**src/design/l2_cache_pkg.sv**
```systemverilog
// ~~~~~~~~~~~~~~~~~~~~~~~~~~~~~~~~~~~~~~~~~~~~~~~~~~~~~~~~~~
// l2 cache shared definitions.
// widths, geometry and controller states.
// ~~~~~~~~~~~~~~~~~~~~~~~~~~~~~~~~~~~~~~~~~~~~~~~~~~~~~~~~~~

`default_nettype none

package l2_cache_pkg;

    // ~~~~~~~~~~~~~~~~~~~~~~~~~~~~~~~~~~~~~~~~~~~~~~~~~~~~~~~~~~
    // geometry
    // ~~~~~~~~~~~~~~~~~~~~~~~~~~~~~~~~~~~~~~~~~~~~~~~~~~~~~~~~~~

    localparam int LINE_OFFSET_W = 5;   // 32 byte lines.
    localparam int NUM_SETS      = 8;
    localparam int NUM_WAYS      = 4;

    // ~~~~~~~~~~~~~~~~~~~~~~~~~~~~~~~~~~~~~~~~~~~~~~~~~~~~~~~~~~
    // vector types
    // ~~~~~~~~~~~~~~~~~~~~~~~~~~~~~~~~~~~~~~~~~~~~~~~~~~~~~~~~~~

    typedef logic [31:0]  addr_t;      // byte address.
    typedef logic [255:0] line_t;      // one full line.
    typedef logic [23:0]  tag_t;       // address bits 31 to 8.
    typedef logic [2:0]   index_t;     // address bits 7 to 5.
    typedef logic [1:0]   way_t;
    typedef logic [2:0]   plru_t;      // tree bits of one set.

    // ~~~~~~~~~~~~~~~~~~~~~~~~~~~~~~~~~~~~~~~~~~~~~~~~~~~~~~~~~~
    // controller states
    // ~~~~~~~~~~~~~~~~~~~~~~~~~~~~~~~~~~~~~~~~~~~~~~~~~~~~~~~~~~

    typedef enum logic [2:0] {
        S_IDLE,     // waiting for a request.
        S_LOOKUP,   // tag compare.
        S_EVICT,    // victim into the buffer.
        S_DRAIN,    // buffer write-back.
        S_FILL,     // refill read.
        S_RESP      // respond upstream.
    } ctrl_state_t;

endpackage

`default_nettype wire
```
**src/design/l2_cache_plru.sv**
```systemverilog
// ~~~~~~~~~~~~~~~~~~~~~~~~~~~~~~~~~~~~~~~~~~~~~~~~~~~~~~~~~~
// l2 cache tree pseudo-LRU, one 3 bit tree per set.
// ~~~~~~~~~~~~~~~~~~~~~~~~~~~~~~~~~~~~~~~~~~~~~~~~~~~~~~~~~~

`default_nettype none
`timescale 1ns/100ps

module l2_cache_plru (
    input  logic                              clk_i,
    input  logic                              rst_i,
    input  logic                              load_i,
    input  l2_cache_pkg::index_t              index_i,
    input  l2_cache_pkg::way_t                way_i,
    input  logic [l2_cache_pkg::NUM_WAYS-1:0] valid_i,
    output l2_cache_pkg::way_t                victim_o
);

    l2_cache_pkg::plru_t bits_q [l2_cache_pkg::NUM_SETS];
    l2_cache_pkg::plru_t cur;
    l2_cache_pkg::plru_t nxt;

    assign cur = bits_q[index_i];

    // point the path away from the accessed way.
    always_comb begin
        nxt = cur;
        if (way_i[1] == 1'b0) begin
            nxt[0] = 1'b1;
            nxt[1] = ~way_i[0];
        end else begin
            nxt[0] = 1'b0;
            nxt[2] = ~way_i[0];
        end
    end

    always_ff @(posedge clk_i) begin
        if (rst_i) begin
            for (int s = 0; s < l2_cache_pkg::NUM_SETS; s++) bits_q[s] <= '0;
        end else if (load_i) begin
            bits_q[index_i] <= nxt;
        end
    end

    // lowest invalid way first, else follow the tree.
    always_comb begin
        victim_o = cur[0] ? {1'b1, cur[2]} : {1'b0, cur[1]};
        for (int w = l2_cache_pkg::NUM_WAYS - 1; w >= 0; w--) begin
            if (!valid_i[w]) victim_o = l2_cache_pkg::way_t'(w);
        end
    end

endmodule

`default_nettype wire

```
**config.mk**
```make
export PLATFORM = sky130hd
export DESIGN_NAME = l2_cache_plru
export DESIGN_NICKNAME = d
export VERILOG_FILES = /design/src/design/l2_cache_pkg.sv /design/src/design/l2_cache_plru.sv
export SDC_FILE = /design/constraint.sdc
export NUM_CORES = 1
export LEC_CHECK = 0
export BUFFER_PORTS_ARGS = -buffer_cell sky130_fd_sc_hd__buf_2
export CAP_MARGIN = 20
export CELL_PAD_IN_SITES_DETAIL_PLACEMENT = 0
export CELL_PAD_IN_SITES_GLOBAL_PLACEMENT = 1
export CORE_UTILIZATION = 49
export DETAILED_ROUTE_END_ITERATION = 16
export PLACE_DENSITY = 0.92
export SYNTH_ARGS = -nofsm -noshare
export SYNTH_HDL_FRONTEND = slang
export SYNTH_SLANG_ARGS = --single-unit
```
**constraint.sdc**
```tcl
create_clock -name clk_i -period 4.35 [get_ports clk_i]
set_input_delay 0.87 -clock clk_i [delete_from_list [all_inputs] [get_ports clk_i]]
set_output_delay 0.87 -clock clk_i [all_outputs]
set_load 0.03 [all_outputs]
```
# After elaboration in Yosys (flattened, before gate mapping)
# Memories as Yosys holds them, arrays and structs flattened.
# Index checks and enable logic that the tools add are counted.
dict set report word_totals {
  ff_bits 0
  mem_bits_rw 24
  input_bits 12
  out_inout_bits 2
  wordCells 19
  mem_count 1
}
dict set report op_classes {
  muxes 16
  bitwise_logic 1
  n_reduce_logical 1
}
# name words word_bits rd rd_clocked_by_memory_dff write_ports line_no
set mem_list {}
lappend mem_list {bits_q 8 3 1 0 8 l2_cache_plru.sv:18} ;# l2_cache_pkg::plru_t bits_q [l2_cache_pkg::NUM_SETS];
# operator n
set op_table {}
lappend op_table {{2-to-1 mux 2 bit} 5}
lappend op_table {{2-to-1 mux 1 bit} 9}
lappend op_table {{2-to-1 mux 3 bit} 2}
lappend op_table {{OR reduction 3 bit} 1}
lappend op_table {{NOT 1 bit} 1}

# Depth between registers and ports, before layout
# An unclocked memory read counts as a cell.
dict set report depth {
  ltp_word 6
  mapped_depth 5
  ltp_nobuf 4
}

# Least setup slack after synthesis
# OpenSTA, ideal clock, no wires.
dict set report synth_timing {
  path_kind {input to output}
  startpoint {in index_i[0]}
  endpoint {out victim_o[0]}
  arrival_time_ns 2.253
  setup_slack_ns 1.227
  cell_stages 4
  path_buffers 0
  cell_sequence {mux4_1 > mux2i_1 > nand2_1 > a41oi_1}
}
dict set report synth_between {
  elab_chain_cells 6
}
# element line_no
set synth_rtl {}
lappend synth_rtl {{start, declared} l2_cache_plru.sv:12} ;# input l2_cache_pkg::index_t index_i,
lappend synth_rtl {{memory read (8 x 3 bit)} -}
lappend synth_rtl {{2-to-1 mux 2 bit} l2_cache_plru.sv:46} ;# victim_o = cur[0] ? {1'b1, cur[2]} : {1'b0, cur[1]};
lappend synth_rtl {{2-to-1 mux 2 bit (4 in a row)} l2_cache_plru.sv:48} ;# if (!valid_i[w]) victim_o = l2_cache_pkg::way_t'(w);
lappend synth_rtl {{end, declared} l2_cache_plru.sv:15} ;# output l2_cache_pkg::way_t victim_o
# No other way between the ends.

# Worst setup path in the final report
# Ends and elaborated chain as after synthesis.

==> out/qor.csv <==
metric;value;unit
swShare;0.240;
vias;800;
ys_top_cells_by_count;nor2_1 (28), edfxtp_1 (24), nand2_1 (8), nand2b_1 (8), mux2i_1 (5);
place_congestion;0.781;
synth_nets;114;
async_flop_share;0;
ys_warn_count;0;
drc;0;
top_register;bits_q;
cts_setup_buffers;0;
synth_edf_count;24;
cp_data_arrival_time;2.45;ns
dp_hpwl;1670;µm
critPathMaxStageDelay;0.60;ns
min_to;bits_q[7][0]$_SDFFCE_PN0P_;
fin_skew;0.00148;ns
pwr-share-clk;0.231;
crit_path_end_kind;output pin;
p_int;0.000322;W
outcome;complete, no violations;
post-synth-top-area-cell;edfxtp_1;
portBuffers;13;
grt-ovfl-total;0;
p_seq_frac;0.635;
yosysMostFrequentCell;nor2_1;
cts_hold_buf;0;
yosysSeqAreaShare;0.584;
reg2reg_depth;4;
clkSinkCount;24;
synthCells;102;
dieArea;2720;µm²
top_regs;bits_q: 24 flops;
max_cap_violations;0;
cts-root-buf;clkbuf_4;
cts_resized;0;
register_area;721;µm²
grt.total_usage;0.189;
netlist_area;1230;µm²
share_comb_of_total_power;0.134;
clockBufferDepth;2;
num_rows;17;
maxSlewViolCount;0;
fmax;301;MHz
drt_wl_total;2200;µm
synth_area_per_cell;12.1;µm²
finalCritPeriodShare;0.764;
max_slew.worst_pin.slew;0.851;ns
rsz0062_at_grt;false;
r2r_slack;2.50;ns
slew_headroom;0.425;
start_util;0.537;
grt_pass1_wl;3510;µm
dieHeight;52.2;µm
layout-drive-gt1-share;0.191;
area_growth;8.32;%
multi_input_area;482;µm²
hold_depth;2;
ant_nets;0;
synthTopCellsByArea;edfxtp_1 (58%), nor2_1 (8.5%), mux4_1 (4.3%), mux2i_1 (4.1%), nand2b_1 (4.1%);
min_from;way_i[1];
nFillCells;202;
ys_types;24;
grt_pass1_vias;764;
fin_hold_ws;0.978;ns
cp_top_family;multiplexers;
netSwitchingPower;0.000102;W
synth_top_cell_area_share;0.584;
critical_path.slowest_cell;mux4_1;
worstSetupStartpointType;input pin;
ioPinCount;14;
hold_class;in -> reg;
vias_per_cell;5.59;
vdd_ir_drop_max;0.236;mV
htreeDepth;1;
antenna_found_initial;0;
cts-buffers-inserted;3;
rr_startpoint;bits_q[2][1]$_SDFFCE_PN0P_;
p_per_area;317;nW/µm²
wl_per_cell;15.4;µm
largest_register_ffs;24;
critPathBufInv;2;
core;2300;µm²
diodes;0;
drt_iter0_markers;14;
clk_latency;0.30;ns
final_nets;128;
setup_viol;0;
tritoncts;built;
fin_crit;3.32;ns
timing.rr.end;bits_q[2][1]$_SDFFCE_PN0P_;
drt_pre_antenna_iters;4;
grt_start_max_net_pins;14;
p_leak;0.516;nW
hold_viol_final;0;
path_max_fanout;12;
path_common_cell;buf_2;
critPathRequiredTime;3.48;ns
worstSetupPathType;in -> out;
path_cells;buf_2, mux4_1, mux2i_1, nand2_1, a41oi_1, buf_2;
clk_pin_slew;0.13;ns
fin_setup_tns;0;ns
yosys_register_bits;24;
synthFlopType;edfxtp_1;
die_w;52.2;µm
==> cells by family after synthesis <==
family / Yosys count / synth area share
simple gates: 54 / 0.204
flops: 24 / 0.584
mux: 12 / 0.144
compound gates: 6 / 0.0426
buf+inv: 6 / 0.0254
==> layout by cell type (no fill, tap or decap), types with 2 or more instances in the layout <==
| master | count |
|---|---|
| mux2i_1 | 5 |
| nor2_1 | 28 |
| inv_1 | 2 |
| nand3_1 | 3 |
| mux2_4 | 2 |
| a41oi_1 | 2 |
| buf_2 | 13 |
| edfxtp_1 | 24 |
| mux4_1 | 2 |
| nor2b_1 | 3 |
| mux2_2 | 2 |
| nand2b_1 | 8 |
| clkbuf_4 | 3 |
| nand2_1 | 8 |
==> worst max path at each step <==
stage,start,endpoint,slack [ns],cells past startpoint
floorplan,index_i[0],victim_o[0],1.23,4
global placement,index_i[0],victim_o[0],1.09,6
detailed placement,index_i[0],victim_o[0],1.02,6
CTS,index_i[0],victim_o[0],1.02,6
global route,index_i[0],victim_o[0],0.93,6
finish,index_i[0],victim_o[0],1.03,6
==> routing by layer <==
layer,up-vias,global-route usage,share of wire
li1,395,-,-
met1,382,0.261,0.47
met2,19,0.286,0.48
met3,4,0.0261,0.041
met4,0,0.110,0.015
met5,-,0,0
==> final cells by class <==
type,instances,share of cell area
Clock buffer,3,0.0169
Clock inverter,1,0.00281
Inverter,2,0.00562
Multi-Input combinational cell,72,0.360
Sequential cell,24,0.539
Tap cell,28,0.0262
Timing Repair Buffer,13,0.0487
==> power groups by stage <==
stage / combinational [W] / sequential [W] / clock, W
finish: 0.0000568 / 0.000269 / 0.0000977
global route: 0.0000619 / 0.000270 / 0.000108
floorplan: 0.0000417 / 0.000272 / 0
global placement: 0.0000554 / 0.000275 / 0
CTS: 0.0000572 / 0.000269 / 0.0000984
detailed placement: 0.0000572 / 0.000275 / 0
==> through the flow <==
step / setup WS (ns) / total power, W / cells / util / instance area (µm²)
final: 1.03 / 0.000424 / 143 / 0.582 / 1340
after detailed placement: 1.02 / 0.000332 / 139 / 0.570 / 1310
after global placement: 1.09 / 0.000330 / 139 / 0.570 / 1310
after floorplan: 1.23 / 0.000314 / 102 / - / 1230
after CTS: 1.02 / 0.000425 / 143 / 0.582 / 1340
after global routing: 0.931 / 0.000440 / 143 / 0.582 / 1340
No activity file was read; power rests on OpenSTA's default activity.
