### src/design/l2_cache_pkg.sv
// ~~~~~~~~~~~~~~~~~~~~~~~~~~~~~~~~~~~~~~~~~~~~~~~~~~~~~~~~~~
// l2 cache shared definitions.
// widths, geometry and controller states.
// ~~~~~~~~~~~~~~~~~~~~~~~~~~~~~~~~~~~~~~~~~~~~~~~~~~~~~~~~~~

`default_nettype none

package l2_cache_pkg;

    // ~~~~~~~~~~~~~~~~~~~~~~~~~~~~~~~~~~~~~~~~~~~~~~~~~~~~~~~~~~
    // geometry
    // ~~~~~~~~~~~~~~~~~~~~~~~~~~~~~~~~~~~~~~~~~~~~~~~~~~~~~~~~~~

    localparam int LINE_OFFSET_W = 5;   // 32 byte lines.
    localparam int NUM_SETS      = 8;
    localparam int NUM_WAYS      = 4;

    // ~~~~~~~~~~~~~~~~~~~~~~~~~~~~~~~~~~~~~~~~~~~~~~~~~~~~~~~~~~
    // vector types
    // ~~~~~~~~~~~~~~~~~~~~~~~~~~~~~~~~~~~~~~~~~~~~~~~~~~~~~~~~~~

    typedef logic [31:0]  addr_t;      // byte address.
    typedef logic [255:0] line_t;      // one full line.
    typedef logic [23:0]  tag_t;       // address bits 31 to 8.
    typedef logic [2:0]   index_t;     // address bits 7 to 5.
    typedef logic [1:0]   way_t;
    typedef logic [2:0]   plru_t;      // tree bits of one set.

    // ~~~~~~~~~~~~~~~~~~~~~~~~~~~~~~~~~~~~~~~~~~~~~~~~~~~~~~~~~~
    // controller states
    // ~~~~~~~~~~~~~~~~~~~~~~~~~~~~~~~~~~~~~~~~~~~~~~~~~~~~~~~~~~

    typedef enum logic [2:0] {
        S_IDLE,     // waiting for a request.
        S_LOOKUP,   // tag compare.
        S_EVICT,    // victim into the buffer.
        S_DRAIN,    // buffer write-back.
        S_FILL,     // refill read.
        S_RESP      // respond upstream.
    } ctrl_state_t;

endpackage

`default_nettype wire
### src/design/l2_cache_control.sv
// ~~~~~~~~~~~~~~~~~~~~~~~~~~~~~~~~~~~~~~~~~~~~~~~~~~~~~~~~~~
// l2 cache controller.
// sequences lookup, eviction, refill and buffer drain.
// ~~~~~~~~~~~~~~~~~~~~~~~~~~~~~~~~~~~~~~~~~~~~~~~~~~~~~~~~~~

`default_nettype none
`timescale 1ns/100ps

module l2_cache_control (
    input  logic               clk_i,
    input  logic               rst_i,
    input  logic               mem_read_i,
    input  logic               mem_write_i,
    input  logic               hit_i,
    input  l2_cache_pkg::way_t hit_way_i,
    input  logic               victim_valid_i,
    input  logic               victim_dirty_i,
    input  l2_cache_pkg::way_t victim_way_i,
    input  logic               ewb_full_i,
    input  logic               ewb_match_i,
    input  logic               pmem_resp_i,
    output logic               mem_resp_o,
    output logic               pmem_read_o,
    output logic               pmem_write_o,
    output logic               tag_load_o,
    output logic               data_load_o,
    output logic               fill_from_ewb_o,
    output logic               plru_load_o,
    output logic               ewb_load_o,
    output logic               ewb_yumi_o,
    output logic               set_dirty_o,
    output l2_cache_pkg::way_t way_sel_o
);

    l2_cache_pkg::ctrl_state_t state_q;
    l2_cache_pkg::ctrl_state_t state_d;
    l2_cache_pkg::way_t        way_q;
    logic                      miss_q;   // drain was entered from a miss.
    logic                      req;
    logic                      evict_needed;

    assign req          = mem_read_i | mem_write_i;
    assign evict_needed = victim_valid_i & victim_dirty_i;
    assign set_dirty_o  = mem_write_i | fill_from_ewb_o;

    // the way is live during lookup, held afterwards.
    assign way_sel_o = (state_q == l2_cache_pkg::S_LOOKUP) ?
                       (hit_i ? hit_way_i : victim_way_i) : way_q;

    always_ff @(posedge clk_i) begin
        if (rst_i) begin
            state_q <= l2_cache_pkg::S_IDLE;
            way_q   <= '0;
            miss_q  <= 1'b0;
        end else begin
            state_q <= state_d;
            if (state_q == l2_cache_pkg::S_LOOKUP) begin
                way_q  <= way_sel_o;
                miss_q <= ~hit_i;
            end else if (state_q == l2_cache_pkg::S_IDLE) begin
                miss_q <= 1'b0;   // idle drain.
            end
        end
    end

    always_comb begin
        state_d         = state_q;
        mem_resp_o      = 1'b0;
        pmem_read_o     = 1'b0;
        pmem_write_o    = 1'b0;
        tag_load_o      = 1'b0;
        data_load_o     = 1'b0;
        fill_from_ewb_o = 1'b0;
        plru_load_o     = 1'b0;
        ewb_load_o      = 1'b0;
        ewb_yumi_o      = 1'b0;
        case (state_q)
            l2_cache_pkg::S_IDLE: begin
                if (req) begin
                    state_d = l2_cache_pkg::S_LOOKUP;
                end else if (ewb_full_i) begin
                    state_d = l2_cache_pkg::S_DRAIN;
                end
            end
            l2_cache_pkg::S_LOOKUP: begin
                if (hit_i) begin
                    plru_load_o = 1'b1;
                    tag_load_o  = mem_write_i;   // marks the line dirty.
                    data_load_o = mem_write_i;
                    state_d     = l2_cache_pkg::S_RESP;
                end else if (ewb_match_i) begin
                    state_d = l2_cache_pkg::S_FILL;   // swap with the buffer.
                end else if (evict_needed) begin
                    state_d = ewb_full_i ? l2_cache_pkg::S_DRAIN : l2_cache_pkg::S_EVICT;
                end else begin
                    state_d = l2_cache_pkg::S_FILL;
                end
            end
            l2_cache_pkg::S_DRAIN: begin
                pmem_write_o = 1'b1;
                if (pmem_resp_i) begin
                    ewb_yumi_o = 1'b1;
                    state_d    = miss_q ? l2_cache_pkg::S_EVICT : l2_cache_pkg::S_IDLE;
                end
            end
            l2_cache_pkg::S_EVICT: begin
                ewb_load_o = 1'b1;
                state_d    = l2_cache_pkg::S_FILL;
            end
            l2_cache_pkg::S_FILL: begin
                if (ewb_match_i) begin
                    // buffered line comes back, a dirty victim takes its slot.
                    fill_from_ewb_o = 1'b1;
                    ewb_yumi_o      = 1'b1;
                    ewb_load_o      = evict_needed;
                    tag_load_o      = 1'b1;
                    data_load_o     = 1'b1;
                    plru_load_o     = 1'b1;
                    state_d         = l2_cache_pkg::S_RESP;
                end else begin
                    pmem_read_o = 1'b1;
                    if (pmem_resp_i) begin
                        tag_load_o  = 1'b1;
                        data_load_o = 1'b1;
                        plru_load_o = 1'b1;
                        state_d     = l2_cache_pkg::S_RESP;
                    end
                end
            end
            l2_cache_pkg::S_RESP: begin
                mem_resp_o = 1'b1;
                state_d    = l2_cache_pkg::S_IDLE;
            end
            default: state_d = l2_cache_pkg::S_IDLE;
        endcase
    end

endmodule

`default_nettype wire

### config.mk
export PLATFORM = sky130hd
export DESIGN_NAME = l2_cache_control
export DESIGN_NICKNAME = d
export VERILOG_FILES = /design/src/design/l2_cache_pkg.sv /design/src/design/l2_cache_control.sv
export SDC_FILE = /design/constraint.sdc
export NUM_CORES = 1
export LEC_CHECK = 0
export BUFFER_PORTS_ARGS = -buffer_cell sky130_fd_sc_hd__buf_4
export CAP_MARGIN = 10
export CORE_AREA = 5 5 42 44
export DETAILED_ROUTE_END_ITERATION = 8
export DIE_AREA = 0 0 47 49
export HOLD_SLACK_MARGIN = 0.03
export PLACE_DENSITY_LB_ADDON = 0.12
export RECOVER_POWER = 25
export SYNTH_ARGS = -nofsm -noshare
export SYNTH_HDL_FRONTEND = slang
export SYNTH_SLANG_ARGS = --single-unit
### constraint.sdc
create_clock -name clk_i -period 2.5 [get_ports clk_i]
set_clock_uncertainty 0.15 [all_clocks]
set_input_delay 0.5 -clock clk_i [delete_from_list [all_inputs] [get_ports clk_i]]
set_output_delay 0.5 -clock clk_i [all_outputs]
set_load 0.05 [all_outputs]
; After elaboration in Yosys (flattened, before gate mapping)
; Index checks and enable logic that the tools add are counted.
[word_totals]
ff_bits = 6
inputBits = 14
out_inout_bits = 12
[op_classes]
eq_ne = 8
muxes = 30
bitwise = 4
n_reduce_logical = 3
[ops]
columns = op, count
row1 = $mux 3, 8
row2 = $pmux 3 s5, 1
row3 = $mux 1, 14
row4 = $pmux 1 s2, 4
row5 = $eq 3x2->1 const B, 2
row6 = $eq 3x3->1 const B, 2
row7 = $mux 2, 3
row8 = $ne 3x3->1 const B, 2
row9 = $eq 3x1->1 const B, 1
row10 = $logic_not 3->1, 1
row11 = $reduce_and 3->1, 1
row12 = $ne 2x2->1 const B, 1
row13 = $or 1x1->1, 2
row14 = $reduce_bool 2->1, 1
row15 = $and 1x1->1, 1
row16 = $not 1->1, 1

; Logic depth before layout (Yosys ltp)
[depth]
depth_word = 5
ltp_mapped = 5
mapped_depth_nobuf = 4

; Least setup slack after synthesis
; Ideal clock, no wire load.
[synth_path]
kind = input port to output port
startpoint = input port hit_i
endpoint = output port tag_load_o
t_arrival_ns = 2.019
required_time_ns = 1.850
setup_slack_ns = -0.169
cell_stages = 4
path_cell_list = clkbuf_1 -> nand4b_1 -> a21oi_1 -> buf_4
[synth_via]
elab_chain_len = 2
[synth_lines]
columns = element, line
row1 = from (decl), l2_cache_control.sv:14  ; input logic hit_i,
row2 = $mux 1, --
row3 = $pmux 1 s2, --
row4 = to (decl), l2_cache_control.sv:25  ; output logic tag_load_o,
; Every way passes these cells.

; Worst setup path after layout
[layout_path]
startpoint = register state_q[1]
endpoint = output port set_dirty_o
[layout_via]
elab_chain_len = 3
[layout_lines]
columns = element, line
row1 = from (decl), l2_cache_control.sv:35  ; l2_cache_pkg::ctrl_state_t state_q;
row2 = from (signal assigned), l2_cache_control.sv:52  ; state_q <= l2_cache_pkg::S_IDLE;
row3 = from (signal assigned), l2_cache_control.sv:56  ; state_q <= state_d;
row4 = $eq 3x3->1, l2_cache_control.sv:77  ; case (state_q)
row5 = $mux 1, l2_cache_control.sv:77
row6 = $or 1x1->1, l2_cache_control.sv:44  ; assign set_dirty_o = mem_write_i | fill_from_ewb_o;
row7 = to (decl), l2_cache_control.sv:31  ; output logic set_dirty_o,
; Every way passes these cells.

==> impl_metrics.toml <==
[run_status]
status = "finished clean"

[finish]
syn2layout_area_growth_pct = 42.6
final_cell_mix = "25 x buf_4, 8 x nor2_1, 6 x dfxtp_1"
antennaDiodeCount = 0
nFillCells = 152
nets = 100
drive_above_1_share_pct = 38.1
fin_util_pct = 48.4
layout_commonest_cell = "buf_4"

[timing]
min_period_ns = 2.34
hold_viol_final = 0
rsz0062_at_grt = "false"
setup_tns_ns = 0
clock.fmax_mhz = 428
post-route-period-util_pct = 93.4
max_slew_margin_pct = 70.7
setup_viol = 0
tightestPinTransition_ns = 0.439
finalMaxSlewViolations = 0

[floorplanning]
pin_count = 26
initial_core_util_pct = 33.9
die_w_um = 47
coreArea_sq_mm = 0.00140
rows = 14
die_h_um = 49
dieArea_sq_mm = 0.00230

[routing]
wl_per_cell_um = 13.7
drc = 0
drt-vias-per-instance = 5.17
wirelength_um = 1370
antenna_left = 0
dr.pass1.iters = 2
drt-initial-drc-count = 5
num_vias = 517

[worst_setup_path]
cp.arrival_ns = 1.69
critical_path_required_ns = 1.85
r2r_start = "state_q[0]"
path_max_fanout = 13
max_stage_delay_ns = 0.58
startpoint = "state_q[1]"
end_kind = "output port"
ff2ff_setup_slack_ns = 0.81
worstSetupPathType = "reg2out"
slowest_stage = "dfxtp_1"
crit_chain = "nor2b_1 -> and3b_1 -> or2_2 -> buf_4"
startpoint_type = "flop"

[grt]
grt_use_total_pct = 11.8
grt_start_max_net_pins = 17
grt_pass1_vias = 446
gr-total-overflow = 0
grt_pass1_wl_um = 1960
antenna_found_initial = 0

[clock_network]
clockBufferDepth = 2
cts.clk_slew.worst_paths_ns = 0.05
ctsHoldBuffers = 0
clock_latency_ns = 0.24
cts_buffers = 3
cts.repair.resized = 0
root_buffer = "clkbuf_4"
cts_setup_buffers = 0
cts_tree = "done"
clock-sinks = 6
htreeDepth = 1

[logic_synthesis]
ys_warn_count = 0
yosysSeqAreaShare_pct = 25.3
ys_ff_latch = 6
ys_types = 32
syn_avg_cell_area_sq_um = 7.79
syn_inst = 61
syn-num-nets = 75
syn-cell-area_sq_um = 475

[power]
ir_worst_vdd_v = 0.000307
combPwrFrac_pct = 50.1
p_leak_nw = 0.321
swShare_pct = 44.3
intPower_mw = 0.246
switchingPower_mw = 0.195
p_per_area_mw_per_mm2 = 651
power_frac_clock_pct = 20.3
seqPwrFrac_pct = 29.6

[job]
maxCapViolCount = 0

[worst_hold_path]
min-delay-start = "miss_q"
hp-class = "reg2reg"

[place]
hpwl_um = 1050
port_buffers = 25
place_congestion = 0.783
[Yosys cell counts]
library cell / n / area share, %
o21ai_1: 2 / 2.1
and3b_1: 1 / 1.8
buf_4: 1 / 1.6
or3_4: 1 / 2.4
nor4_2: 1 / 2.6
or4_1: 1 / 1.6
a41oi_1: 1 / 1.8
and2_1: 2 / 2.6
nand2b_1: 1 / 1.3
and3_1: 1 / 1.3
o21bai_1: 1 / 1.6
nand2_1: 3 / 2.4
nand3b_1: 1 / 1.6
clkbuf_1: 2 / 1.6
nand4b_1: 1 / 1.8
mux2i_1: 2 / 4.2
nor3b_1: 2 / 3.2
nor2_1: 8 / 6.3
nor3b_2: 1 / 2.6
nor2b_1: 4 / 5.3
or2_2: 1 / 1.3
nand4bb_1: 1 / 2.4
nand4_1: 1 / 1.3
o21ai_0: 2 / 2.1
buf_2: 2 / 2.1
dfxtp_1: 6 / 25
a311oi_1: 1 / 1.8
a2111o_1: 1 / 2.4
a21oi_1: 6 / 6.3
or4b_1: 1 / 2.1
and2b_1: 1 / 1.6
a21o_1: 1 / 1.6
[layer usage]
layer / up-vias / part of all wire, % / global-route usage [%] / wire, um
met1: 221 / 47 / 15.2 / 638
met2: 22 / 41 / 15.8 / 554
met3: 2 / 12 / 3.69 / 161
li1: 272 / - / - / -
met5: - / 0 / 0 / 0
met4: 0 / 0.88 / 8.29 / 12
[through the flow]
step / instances / area [sq um] / total power, mW / setup slack [ns] / hold slack (ns)
detailed placement: 97 / 662 / 0.355 / 0.383 / 0.322
CTS: 100 / 684 / 0.450 / 0.138 / 0.315
finish: 100 / 678 / 0.442 / 0.165 / 0.325
global placement: 97 / 662 / 0.354 / 0.392 / 0.314
global route: 100 / 678 / 0.465 / 0.0680 / 0.322
floorplan: 61 / 479 / 0.289 / 0.106 / 0.294
[cells by family after synthesis]
logic type / synth area share, %
AO/OA/AOI/OAI: 19.7
buffers and inverters: 5.26
flip-flops: 25.3
multiplexers: 4.21
AND/OR/NAND/NOR: 45.5
[power groups by stage]
stage	Combinational [mW]	Clock, mW	Sequential [mW]
global placement	0.222	0	0.132
CTS	0.223	0.0959	0.130
detailed placement	0.223	0	0.132
global route	0.234	0.0987	0.133
floorplan	0.172	0	0.117
finish	0.221	0.0895	0.131
[registers in the layout, summed over array words and instances (netlist names)]
register / flops
way_q: 2
miss_q: 1
state_q: 3
[layout make-up]
class	count	area (sq um)	area share, %
clock buffer	3	22.5	3.32
timing repair buffer	25	188	27.7
sequential	6	120	17.7
tap	16	20.0	2.95
multi-input combinational	50	328	48.3
[path summary, 6_finish.rpt]
path | to | depth (start not counted)
worst max-delay path | set_dirty_o | 4
worst min-delay path | miss_q | 2
worst max register to register | state_q[1] | 4
worst min register to register | miss_q | 2
[critical path: cells and delay by family, from the launching register on]
kind,cells,cell delay [ns]
flip-flops,1,0.58
buffers and inverters,1,0.19
AND/OR/NAND/NOR,3,0.67
Note: power is estimated with default switching activity, not from simulation.
