===== config.mk =====
export PLATFORM = sky130hd
export DESIGN_NAME = l2_cache_ewb
export DESIGN_NICKNAME = d
export VERILOG_FILES = /design/src/design/l2_cache_pkg.sv /design/src/design/l2_cache_ewb.sv
export SDC_FILE = /design/constraint.sdc
export NUM_CORES = 1
export LEC_CHECK = 0
export ABC_AREA = 1
export BUFFER_PORTS_ARGS = -buffer_cell sky130_fd_sc_hd__buf_2
export CORE_AREA = 2 2 241 243
export CTS_CLUSTER_SIZE = 30
export DETAILED_ROUTE_END_ITERATION = 8
export DIE_AREA = 0 0 243 245
export GPL_ROUTABILITY_DRIVEN = 1
export PLACE_DENSITY = 0.41
export RECOVER_POWER = 25
export SLEW_MARGIN = 20
export SYNTH_ARGS = -nofsm -noshare
export SYNTH_HDL_FRONTEND = slang
export SYNTH_SLANG_ARGS = --single-unit

===== constraint.sdc =====
create_clock -name clk_i -period 1.6 [get_ports clk_i]
set_clock_uncertainty 0.15 [all_clocks]
set_input_delay 0.4 -clock clk_i [delete_from_list [all_inputs] [get_ports clk_i]]
set_output_delay 0.4 -clock clk_i [all_outputs]
set_load 0.05 [all_outputs]

===== src/design/l2_cache_pkg.sv =====
// ~~~~~~~~~~~~~~~~~~~~~~~~~~~~~~~~~~~~~~~~~~~~~~~~~~~~~~~~~~
// l2 cache shared definitions.
// widths, geometry and controller states.
// ~~~~~~~~~~~~~~~~~~~~~~~~~~~~~~~~~~~~~~~~~~~~~~~~~~~~~~~~~~

`default_nettype none

package l2_cache_pkg;

    // ~~~~~~~~~~~~~~~~~~~~~~~~~~~~~~~~~~~~~~~~~~~~~~~~~~~~~~~~~~
    // geometry
    // ~~~~~~~~~~~~~~~~~~~~~~~~~~~~~~~~~~~~~~~~~~~~~~~~~~~~~~~~~~

    localparam int LINE_OFFSET_W = 5;   // 32 byte lines.
    localparam int NUM_SETS      = 8;
    localparam int NUM_WAYS      = 4;

    // ~~~~~~~~~~~~~~~~~~~~~~~~~~~~~~~~~~~~~~~~~~~~~~~~~~~~~~~~~~
    // vector types
    // ~~~~~~~~~~~~~~~~~~~~~~~~~~~~~~~~~~~~~~~~~~~~~~~~~~~~~~~~~~

    typedef logic [31:0]  addr_t;      // byte address.
    typedef logic [255:0] line_t;      // one full line.
    typedef logic [23:0]  tag_t;       // address bits 31 to 8.
    typedef logic [2:0]   index_t;     // address bits 7 to 5.
    typedef logic [1:0]   way_t;
    typedef logic [2:0]   plru_t;      // tree bits of one set.

    // ~~~~~~~~~~~~~~~~~~~~~~~~~~~~~~~~~~~~~~~~~~~~~~~~~~~~~~~~~~
    // controller states
    // ~~~~~~~~~~~~~~~~~~~~~~~~~~~~~~~~~~~~~~~~~~~~~~~~~~~~~~~~~~

    typedef enum logic [2:0] {
        S_IDLE,     // waiting for a request.
        S_LOOKUP,   // tag compare.
        S_EVICT,    // victim into the buffer.
        S_DRAIN,    // buffer write-back.
        S_FILL,     // refill read.
        S_RESP      // respond upstream.
    } ctrl_state_t;

endpackage

`default_nettype wire

===== src/design/l2_cache_ewb.sv =====
// ~~~~~~~~~~~~~~~~~~~~~~~~~~~~~~~~~~~~~~~~~~~~~~~~~~~~~~~~~~
// l2 cache eviction write buffer.
// one dirty victim line, matched against the pending request.
// ~~~~~~~~~~~~~~~~~~~~~~~~~~~~~~~~~~~~~~~~~~~~~~~~~~~~~~~~~~

`default_nettype none
`timescale 1ns/100ps

module l2_cache_ewb (
    input  logic                clk_i,
    input  logic                rst_i,
    input  logic                load_i,
    input  logic                yumi_i,
    input  l2_cache_pkg::line_t line_i,
    input  l2_cache_pkg::addr_t addr_i,
    input  l2_cache_pkg::addr_t match_addr_i,
    output logic                full_o,
    output logic                match_o,
    output l2_cache_pkg::line_t line_o,
    output l2_cache_pkg::addr_t addr_o
);

    logic                full_q;
    l2_cache_pkg::line_t line_q;
    l2_cache_pkg::addr_t addr_q;

    // load beats yumi, so a swap keeps the entry full.
    always_ff @(posedge clk_i) begin
        if (rst_i) begin
            full_q <= 1'b0;
        end else if (load_i) begin
            full_q <= 1'b1;
        end else if (yumi_i) begin
            full_q <= 1'b0;
        end
    end

    always_ff @(posedge clk_i) begin
        if (load_i) begin
            line_q <= line_i;
            addr_q <= addr_i;
        end
    end

    assign full_o  = full_q;
    // line compare.
    assign match_o = full_q && ((addr_q >> l2_cache_pkg::LINE_OFFSET_W) ==
                                (match_addr_i >> l2_cache_pkg::LINE_OFFSET_W));
    assign line_o  = line_q;
    assign addr_o  = addr_q;

endmodule

`default_nettype wire


After elaboration in Yosys (flattened, before gate mapping)
Cells that the tools add are included.
{"block": "word_totals", "ff_bits": 289, "inputBits": 324, "out_inout_bits": 290, "wordCells": 8}
{"block": "op_classes", "n_eq_ne": 1, "muxes": 2, "reduce_logical": 2}
{"cell": "$eq A27 B27 Y1", "count": 1}
{"cell": "$mux W1", "count": 2}
{"cell": "$reduce_bool A2 Y1", "count": 1}
{"cell": "$logic_and A1 B1 Y1", "count": 1}

Longest topological paths before layout
Gate-level depths: netlist (run 1).
{"block": "depth", "word_depth": 2, "mapped_depth": 8}

Least setup slack after synthesis (run 1)
No wires, ideal clock.
{"block": "synth_timing", "path_type": "register to output", "startpoint": "reg addr_q[14] (netlist: addr_o[14])", "endpoint": "out match_o", "t_arrival_ns": 1.521, "path_slack_ns": -0.471, "path_stages_with_launch": 9, "path_buffers": 0, "cell_sequence": "edfxtp_1 -> inv_1 -> nand2_1 -> nand2_1 -> nor2_1 -> nand2_1 -> nor2_1 -> nand2_1 -> nor2_2"}
{"block": "synth_between", "elab_chain_len": 2}
{"item": "start: declaration", "line_no": "l2_cache_ewb.sv:25", "rtl": "l2_cache_pkg::addr_t addr_q;"}
{"item": "start signal: assignment", "line_no": "l2_cache_ewb.sv:41", "rtl": "addr_q <= addr_i;"}
{"item": "$eq A27 B27 Y1", "line_no": "l2_cache_ewb.sv:47", "rtl": "assign match_o = full_q && ((addr_q >> l2_cache_pkg::LINE_OFFSET_W) =="}
{"item": "$logic_and A1 B1 Y1", "line_no": "l2_cache_ewb.sv:47"}
{"item": "end: declaration", "line_no": "l2_cache_ewb.sv:18", "rtl": "output logic match_o,"}
No other way between the ends.

Worst setup path after layout (run 1)
{"block": "layout_timing", "startpoint": "reg addr_q[9] (netlist: addr_o[9])", "endpoint": "out match_o"}
The elaborated chain is that of the path after synthesis.

==> results of run 1 <==
==> where the power goes <==
group          internal, mW  leakage, nW  switching (mW)
combinational          1.98         5.00            2.89
sequential             9.02         2.83           0.326
clock                  4.50        0.524            3.07
total                  15.5         8.35            6.28
==> cell usage in the layout (no fill, tap or decap), drive strengths merged <==
master,synthesis,final
buf,0,640
dlygate4sd3,0,290
edfxtp,288,288
nand2,81,81
clkbuf,0,60
inv,51,53
nor2,20,20
clkinv,0,11
bufinv,0,3
xnor2,2,2
diode,0,1
nand3,1,1
o21ai,1,1
dfxtp,1,1
==> metal layers <==
| layer | routed length [microns] | up-vias |
|---|---|---|
| li1 | - | 3590 |
| met1 | 12200 | 3536 |
| met2 | 18220 | 381 |
| met3 | 3598 | 63 |
| met4 | 990 | 2 |
| met5 | 14 | - |
==> worst register-to-register path, cell delays in order (launching register included) <==
cell           delay (ns)
dfxtp_2              0.33
inv_1                0.05
buf_4                0.12
nor2_1               0.08
nor2_1               0.04
nor2_1               0.10
dlygate4sd3_1        0.55
==> registers in the layout, summed over array words and instances (netlist names) <==
name and cells:
addr_o 32, full_o 1, line_o 256
==> cells by family after synthesis <==
logic type,Yosys count
xor+xnor,2
simple gates,102
compound gates,1
flops,289
buf+inv,51
==> repair_timing <==
item	CTS	global route
gates resized for setup	604	22
setup buffers	13	7
hold buffers	290	0
setup endpoints to repair	290	290
pin swaps	0	10
endpoints found under the hold margin	289	0
==> metrics by stage <==
step / area, sq um / power (mW) / instances / util (%) / hold WS [ns]
after floorplan: 9274 / 11.55 / 445 / - / 0.3224
after global placement: 13750 / 12.94 / 1862 / 24.11 / 0.4260
after detailed placement: 13750 / 12.94 / 1862 / 24.11 / 0.4261
after CTS: 19650 / 22.12 / 2214 / 34.45 / 0.07590
after global routing: 19570 / 22.59 / 2216 / 34.31 / 0.3997
final: 19570 / 21.78 / 2217 / 34.31 / 0.3737
==> cell usage after synthesis, drive strengths merged <==
cell / instances
edfxtp: 288
nand3: 1
xnor2: 2
inv: 51
o21ai: 1
dfxtp: 1
nor2: 20
nand2: 81
==> layout make-up <==
| class | instances | area share (%) |
|---|---|---|
| clock inverter | 16 | 0.8375 |
| inverter | 51 | 0.9782 |
| multi-input combinational | 105 | 2.206 |
| sequential | 289 | 44.30 |
| tap | 765 | 4.891 |
| timing repair buffer | 947 | 42.15 |
| clock buffer | 43 | 4.629 |
| antenna | 1 | 0.01279 |
==> worst paths after layout <==
check	from	endpoint	slack, ns	cells past startpoint
hold / removal	load_i	line_o[98]	0.37	2
hold reg to reg	full_o	full_o	1.08	6
setup / recovery	addr_o[9]	match_o	-0.71	8
setup reg to reg	full_o	full_o	0.12	6
==> metrics.yaml, run 1 <==
grt:
  grt_pass1_wl_microns: 50490
  grt_max_degree: 31
  grt_usage_pct: 11.27
  grt_pass1_vias: 8498
  antenna_found_initial: 2
  gr-max-usage-layer: "met2"
  met1_usage_pct: 11.55
  grt.overflow.total: 0
  grtUsageMet2_pct: 20.23
  use_met3_pct: 5.172
detailed_routing:
  via_per_inst: 3.415
  drtPass1Iterations: 4
  routedWlPerCell_microns: 15.80
  vias: 7572
  wl_microns: 35030
  first_iter_violations: 167
  drtAntennaViolNets: 0
  drt_drc_violations_left: 0
power_and_ir_drop:
  leakage_nw: 8.350
  powerDensity_mw_per_mm2: 1113
  vdd_ir_drop_max_v: 0.0008742
clocking:
  clk-insertion-delay-late_ns: 0.50
  h-tree-depth: 2
  clockRootBuffer: "clkbuf_16"
  cts_buffers: 34
  clkTransAtPathRegs_ns: 0.06
  cts_buffer_depth: 3
  cts_num_sinks: 289
  tritoncts: "done"
sta:
  layout_setup_ws_ns: -0.7064
  finalSetupTns_ns: -11.71
  finalSetupViolCount: 279
  max_slew_margin_pct: 56.54
  worstMarginPinSlew_ns: 0.6520
  fmax_mhz: 433.6
  slew_violations: 0
  hold_viol_final: 0
  fin_crit_ns: 2.306
  rsz0062_at_grt: "true"
  timing.final.crit_share_pct: 144.2
cells_and_area:
  seq_area_sq_mm: 0.008670
  nFillCells: 5592
  multiInputGateArea_sq_um: 431.7
  area_growth_pct: 111.1
  fin_nets: 1752
  drive_above_1_share_pct: 48.31
critical_path:
  worstPathCellList: "nand2_1 > nand2_1 > nor2_1 > nand2_1 > nor2_2 > nand2_2 > nor2_4 > buf_8"
  slowest_stage: "edfxtp_1"
  crit_top_cell: "nand2_1"
  path_class: "reg -> out"
  critPathTopFamily: "simple AND/OR/NAND/NOR gates"
  crit_arrival_ns: 1.76
  slowest_delay_ns: 0.44
  path_max_fanout: 3
  required_ns: 1.05
  critPathLaunchType: "flip-flop"
  timing.critical_path.buf_inv: 1
  end_kind: "output pin"
die:
  dieHeight_microns: 245
  die-area_sq_mm: 0.05954
  io_pins: 614
  die_w_microns: 243
  fp-row-count: 88
  fp.coreArea_sq_mm: 0.05703
  initial_core_util_pct: 16.25
placed_design:
  dp_hpwl_microns: 25230
  port_buffers: 608
  gp_congestion: 0.8720
  pre_cts_ws_ns: -0.3817
worst_hold_path:
  min_path_type: "in -> reg"
synth:
  synthMuxAreaShare_pct: 0
  synth_top_family_by_area: "simple AND/OR/NAND/NOR gates"
  yosys-top-cells-area: "edfxtp_1 (93%), nand2_1 (3.3%), inv_1 (2.1%)"
  syn_area_sq_mm: 0.009269
  synth_cells: 445
  synth_largest_area_cell: "edfxtp_1"
  yosysTopAreaCellShare_pct: 93.30
  synth.avg_cell_area_sq_um: 20.83
  synth_nets: 769
  ys_seq_elements: 289
  synth_cell_type_count: 9
  synthAdderAreaFrac_pct: 0
  yosys.area_share.simple_pct: 4.171
  ys_seq_area_share_pct: 93.52
  yosys_warnings: 0
  synth_xor_area_share_pct: 0.1890
  synth_compound_area_share_pct: 0.05400
flow_run:
  maxCapViolCount: 0
status:
  violations: "setup timing"
  outcome: "finished, violations left"
Power figures use the tool's default switching activity.
==> inputs of run 2 (changes only) <==
--- a/config.mk
+++ b/config.mk
@@ -9,5 +9,5 @@
 export BUFFER_PORTS_ARGS = -buffer_cell sky130_fd_sc_hd__buf_2
 export CORE_AREA = 2 2 241 243
-export CTS_CLUSTER_SIZE = 30
+export CTS_CLUSTER_SIZE = 12
 export DETAILED_ROUTE_END_ITERATION = 8
 export DIE_AREA = 0 0 243 245
==> constraint.sdc (replaced) <==
create_clock -name clk_i -period 1.6 [get_ports clk_i]
set_clock_uncertainty 0.15 [all_clocks]
set_input_delay 0.08 -clock clk_i [delete_from_list [all_inputs] [get_ports clk_i]]
set_output_delay 0.08 -clock clk_i [all_outputs]
set_load 0.05 [all_outputs]
==> run 2 against run 1 <==
  * The flow still finishes with violations (setup timing)
  * Fmax is 17% higher
  * Flip-flop and latch count is the same
  * Die area unchanged
  * Utilization fell by 3.5 points
  * First-iteration DRC count is 31% higher
  * Non-clock buffer count decreased by 27
  * Power down 6.0%
  * Critical path depth shrank 1
  * Global-route usage fell by 0.28 points
  * Critical path type unchanged
==> metrics.yaml, run 2 (synthesis gave the netlist of run 1 again) <==
cells_and_area:
  nFillCells: 5829  # was 5592
  drive_above_1_share_pct: 47.12  # was 48.31%
  finalNonFillerCells: 2193  # was 2217
  area_growth_pct: 89.38  # was 111.1%
  final_cell_mix: "buf_2 (597), dlygate4sd3_1 (291), edfxtp_1 (288)"  # was buf_2 (317), dlygate4sd3_1 (290), buf_6 (290)
  largest_reg_flops: 256  # unchanged
  layout_commonest_cell: "buf_2"  # unchanged
  postLayoutCellArea_sq_mm: 0.01755  # was 0.01957 sq mm
  fin_nets: 1726  # was 1752
power_and_ir_drop:
  vdd_ir_drop_max_v: 0.0007676  # was 0.0008742 V
  power_mw: 20.49  # was 21.78 mW
  leakage_nw: 7.611  # was 8.350 nW
  powerDensity_mw_per_mm2: 1167  # was 1113 mW/mm^2
die:
  fp.coreArea_sq_mm: 0.05703  # unchanged
  io_pins: 614  # unchanged
  die-area_sq_mm: 0.05954  # unchanged
  initial_core_util_pct: 16.25  # unchanged
  fp-row-count: 88  # unchanged
  die_w_microns: 243  # unchanged
  dieHeight_microns: 245  # unchanged
clocking:
  cts_num_sinks: 289  # unchanged
  tritoncts: "done"  # unchanged
  h-tree-depth: 2  # unchanged
  cts_buffers: 35  # was 34
  clockRootBuffer: "clkbuf_16"  # unchanged
  clk-insertion-delay-late_ns: 0.51  # was 0.50 ns
  cts_buffer_depth: 3  # unchanged
  clkTransAtPathRegs_ns: 0.06  # about the same
critical_path:
  critPathLaunchType: "flip-flop"  # unchanged
  path_class: "reg -> out"  # unchanged
  end_kind: "output pin"  # unchanged
  crit_arrival_ns: 1.75  # was 1.76 ns
  slowest_delay_ns: 0.39  # was 0.44 ns
  required_ns: 1.37  # was 1.05 ns
  slowest_stage: "edfxtp_1"  # unchanged
  path_max_fanout: 3  # unchanged
  worstPathCellList: "nor2_1 > nor2_1 > nand2_1 > nor2_4 > nand3_2 > nor2_4 > buf_8"  # was nand2_1 > nand2_1 > nor2_1 > nand2_1 > nor2_2 > nand2_2 > nor2_4 > buf_8
grt:
  grt.overflow.total: 0  # unchanged
  grt_pass1_vias: 8345  # was 8498
  grt_pass1_wl_microns: 49580  # was 50490 microns
  grt_usage_pct: 10.99  # was 11.27%
  antenna_found_initial: 5  # was 2
  grt_max_degree: 57  # was 31
placed_design:
  gp_congestion: 0.8167  # was 0.8720
  port_buffers: 608  # unchanged
  dp_hpwl_microns: 25060  # was 25230 microns
  dpl_cell_area_sq_mm: 0.01351  # was 0.01375 sq mm
  dp.cells: 1835  # was 1862
sta:
  max_slew_margin_pct: 78.21  # was 56.54%
  worstMarginPinSlew_ns: 0.3291  # was 0.6520 ns
  hold_viol_final: 0  # unchanged
  timing.final.crit_share_pct: 123.6  # was 144.2%
  fin_crit_ns: 1.978  # was 2.306 ns
  rsz0062_at_grt: "true"  # unchanged
  slew_violations: 0  # unchanged
  hold_slack_ns: 0.1091  # was 0.3737 ns
  layout_setup_ws_ns: -0.3776  # was -0.7064 ns
  fmax_mhz: 505.7  # was 433.6 MHz
  finalSetupViolCount: 2  # was 279
detailed_routing:
  drtPass1Iterations: 4  # unchanged
  first_iter_violations: 219  # was 167
  via_per_inst: 3.394  # was 3.415
  wl_microns: 34330  # was 35030 microns
  drt_drc_violations_left: 0  # unchanged
  vias: 7442  # was 7572
  drtAntennaViolNets: 0  # unchanged
  routedWlPerCell_microns: 15.66  # was 15.80 microns
status:
  outcome: "finished, violations left"  # unchanged
  violations: "setup timing"  # unchanged
worst_hold_path:
  min_path_type: "in -> reg"  # unchanged
flow_run:
  maxCapViolCount: 0  # unchanged
run 2: routing by layer:
layer,global-route usage (%),part of all wire (%)
met1,12.11,38
met2,19.04,50
met3,4.614,9.2
met4,3.753,2.5
met5,0,0.12
run 2: per-stage QoR:
stage	setup TNS [ns]	util [%]	worst slack [ns]
finish	-0.4754	30.78	-0.3776
detailed placement	-0.04288	23.69	-0.04288
floorplan	-0.02350	-	-0.02350
global route	-0.7406	30.77	-0.5301
global placement	-0.06286	23.69	-0.06286
CTS	-0.6779	30.68	-0.4421
run 2: path summary, 6_finish.rpt:
| kind | startpoint | end | slack (ns) | cells past startpoint |
|---|---|---|---|---|
| hold / removal | line_i[211] | line_o[211] | 0.11 | 2 |
| hold reg to reg | full_o | full_o | 0.98 | 5 |
| setup / recovery | addr_o[5] | match_o | -0.38 | 7 |
| setup reg to reg | full_o | full_o | 0.26 | 5 |
run 2: power breakdown:
group	switching (mW)	internal (mW)	total, mW
sequential	0.189	9.00	9.19
clock	3.10	4.08	7.19
combinational	2.86	1.25	4.11
run 2: what timing repair did:
item,CTS,global route
setup endpoints to repair,2,4
setup buffers,2,2
cloned,0,1
hold buffers,292,1
pin swaps,20,2
hold endpoints to repair,462,29
gates resized for setup,8,9
run 2: layout make-up:
cell class | instances | area (sq um) | share of cell area [%]
flip-flops and latches | 289 | 8668 | 49.38
repair buffers | 920 | 6284 | 35.80
well taps | 765 | 957.2 | 5.453
clock buffers | 44 | 919.6 | 5.239
multi-input cells | 105 | 431.7 | 2.459
inverters | 51 | 191.4 | 1.091
clock inverters | 17 | 96.34 | 0.5489
diodes | 2 | 5.005 | 0.02851
run 2: critical path, delay by kind of cell (launching register included):
kind,cells,cell delay [ns]
and+or+nand+nor,6,0.69
DFF,1,0.39
buffers and inverters,1,0.15
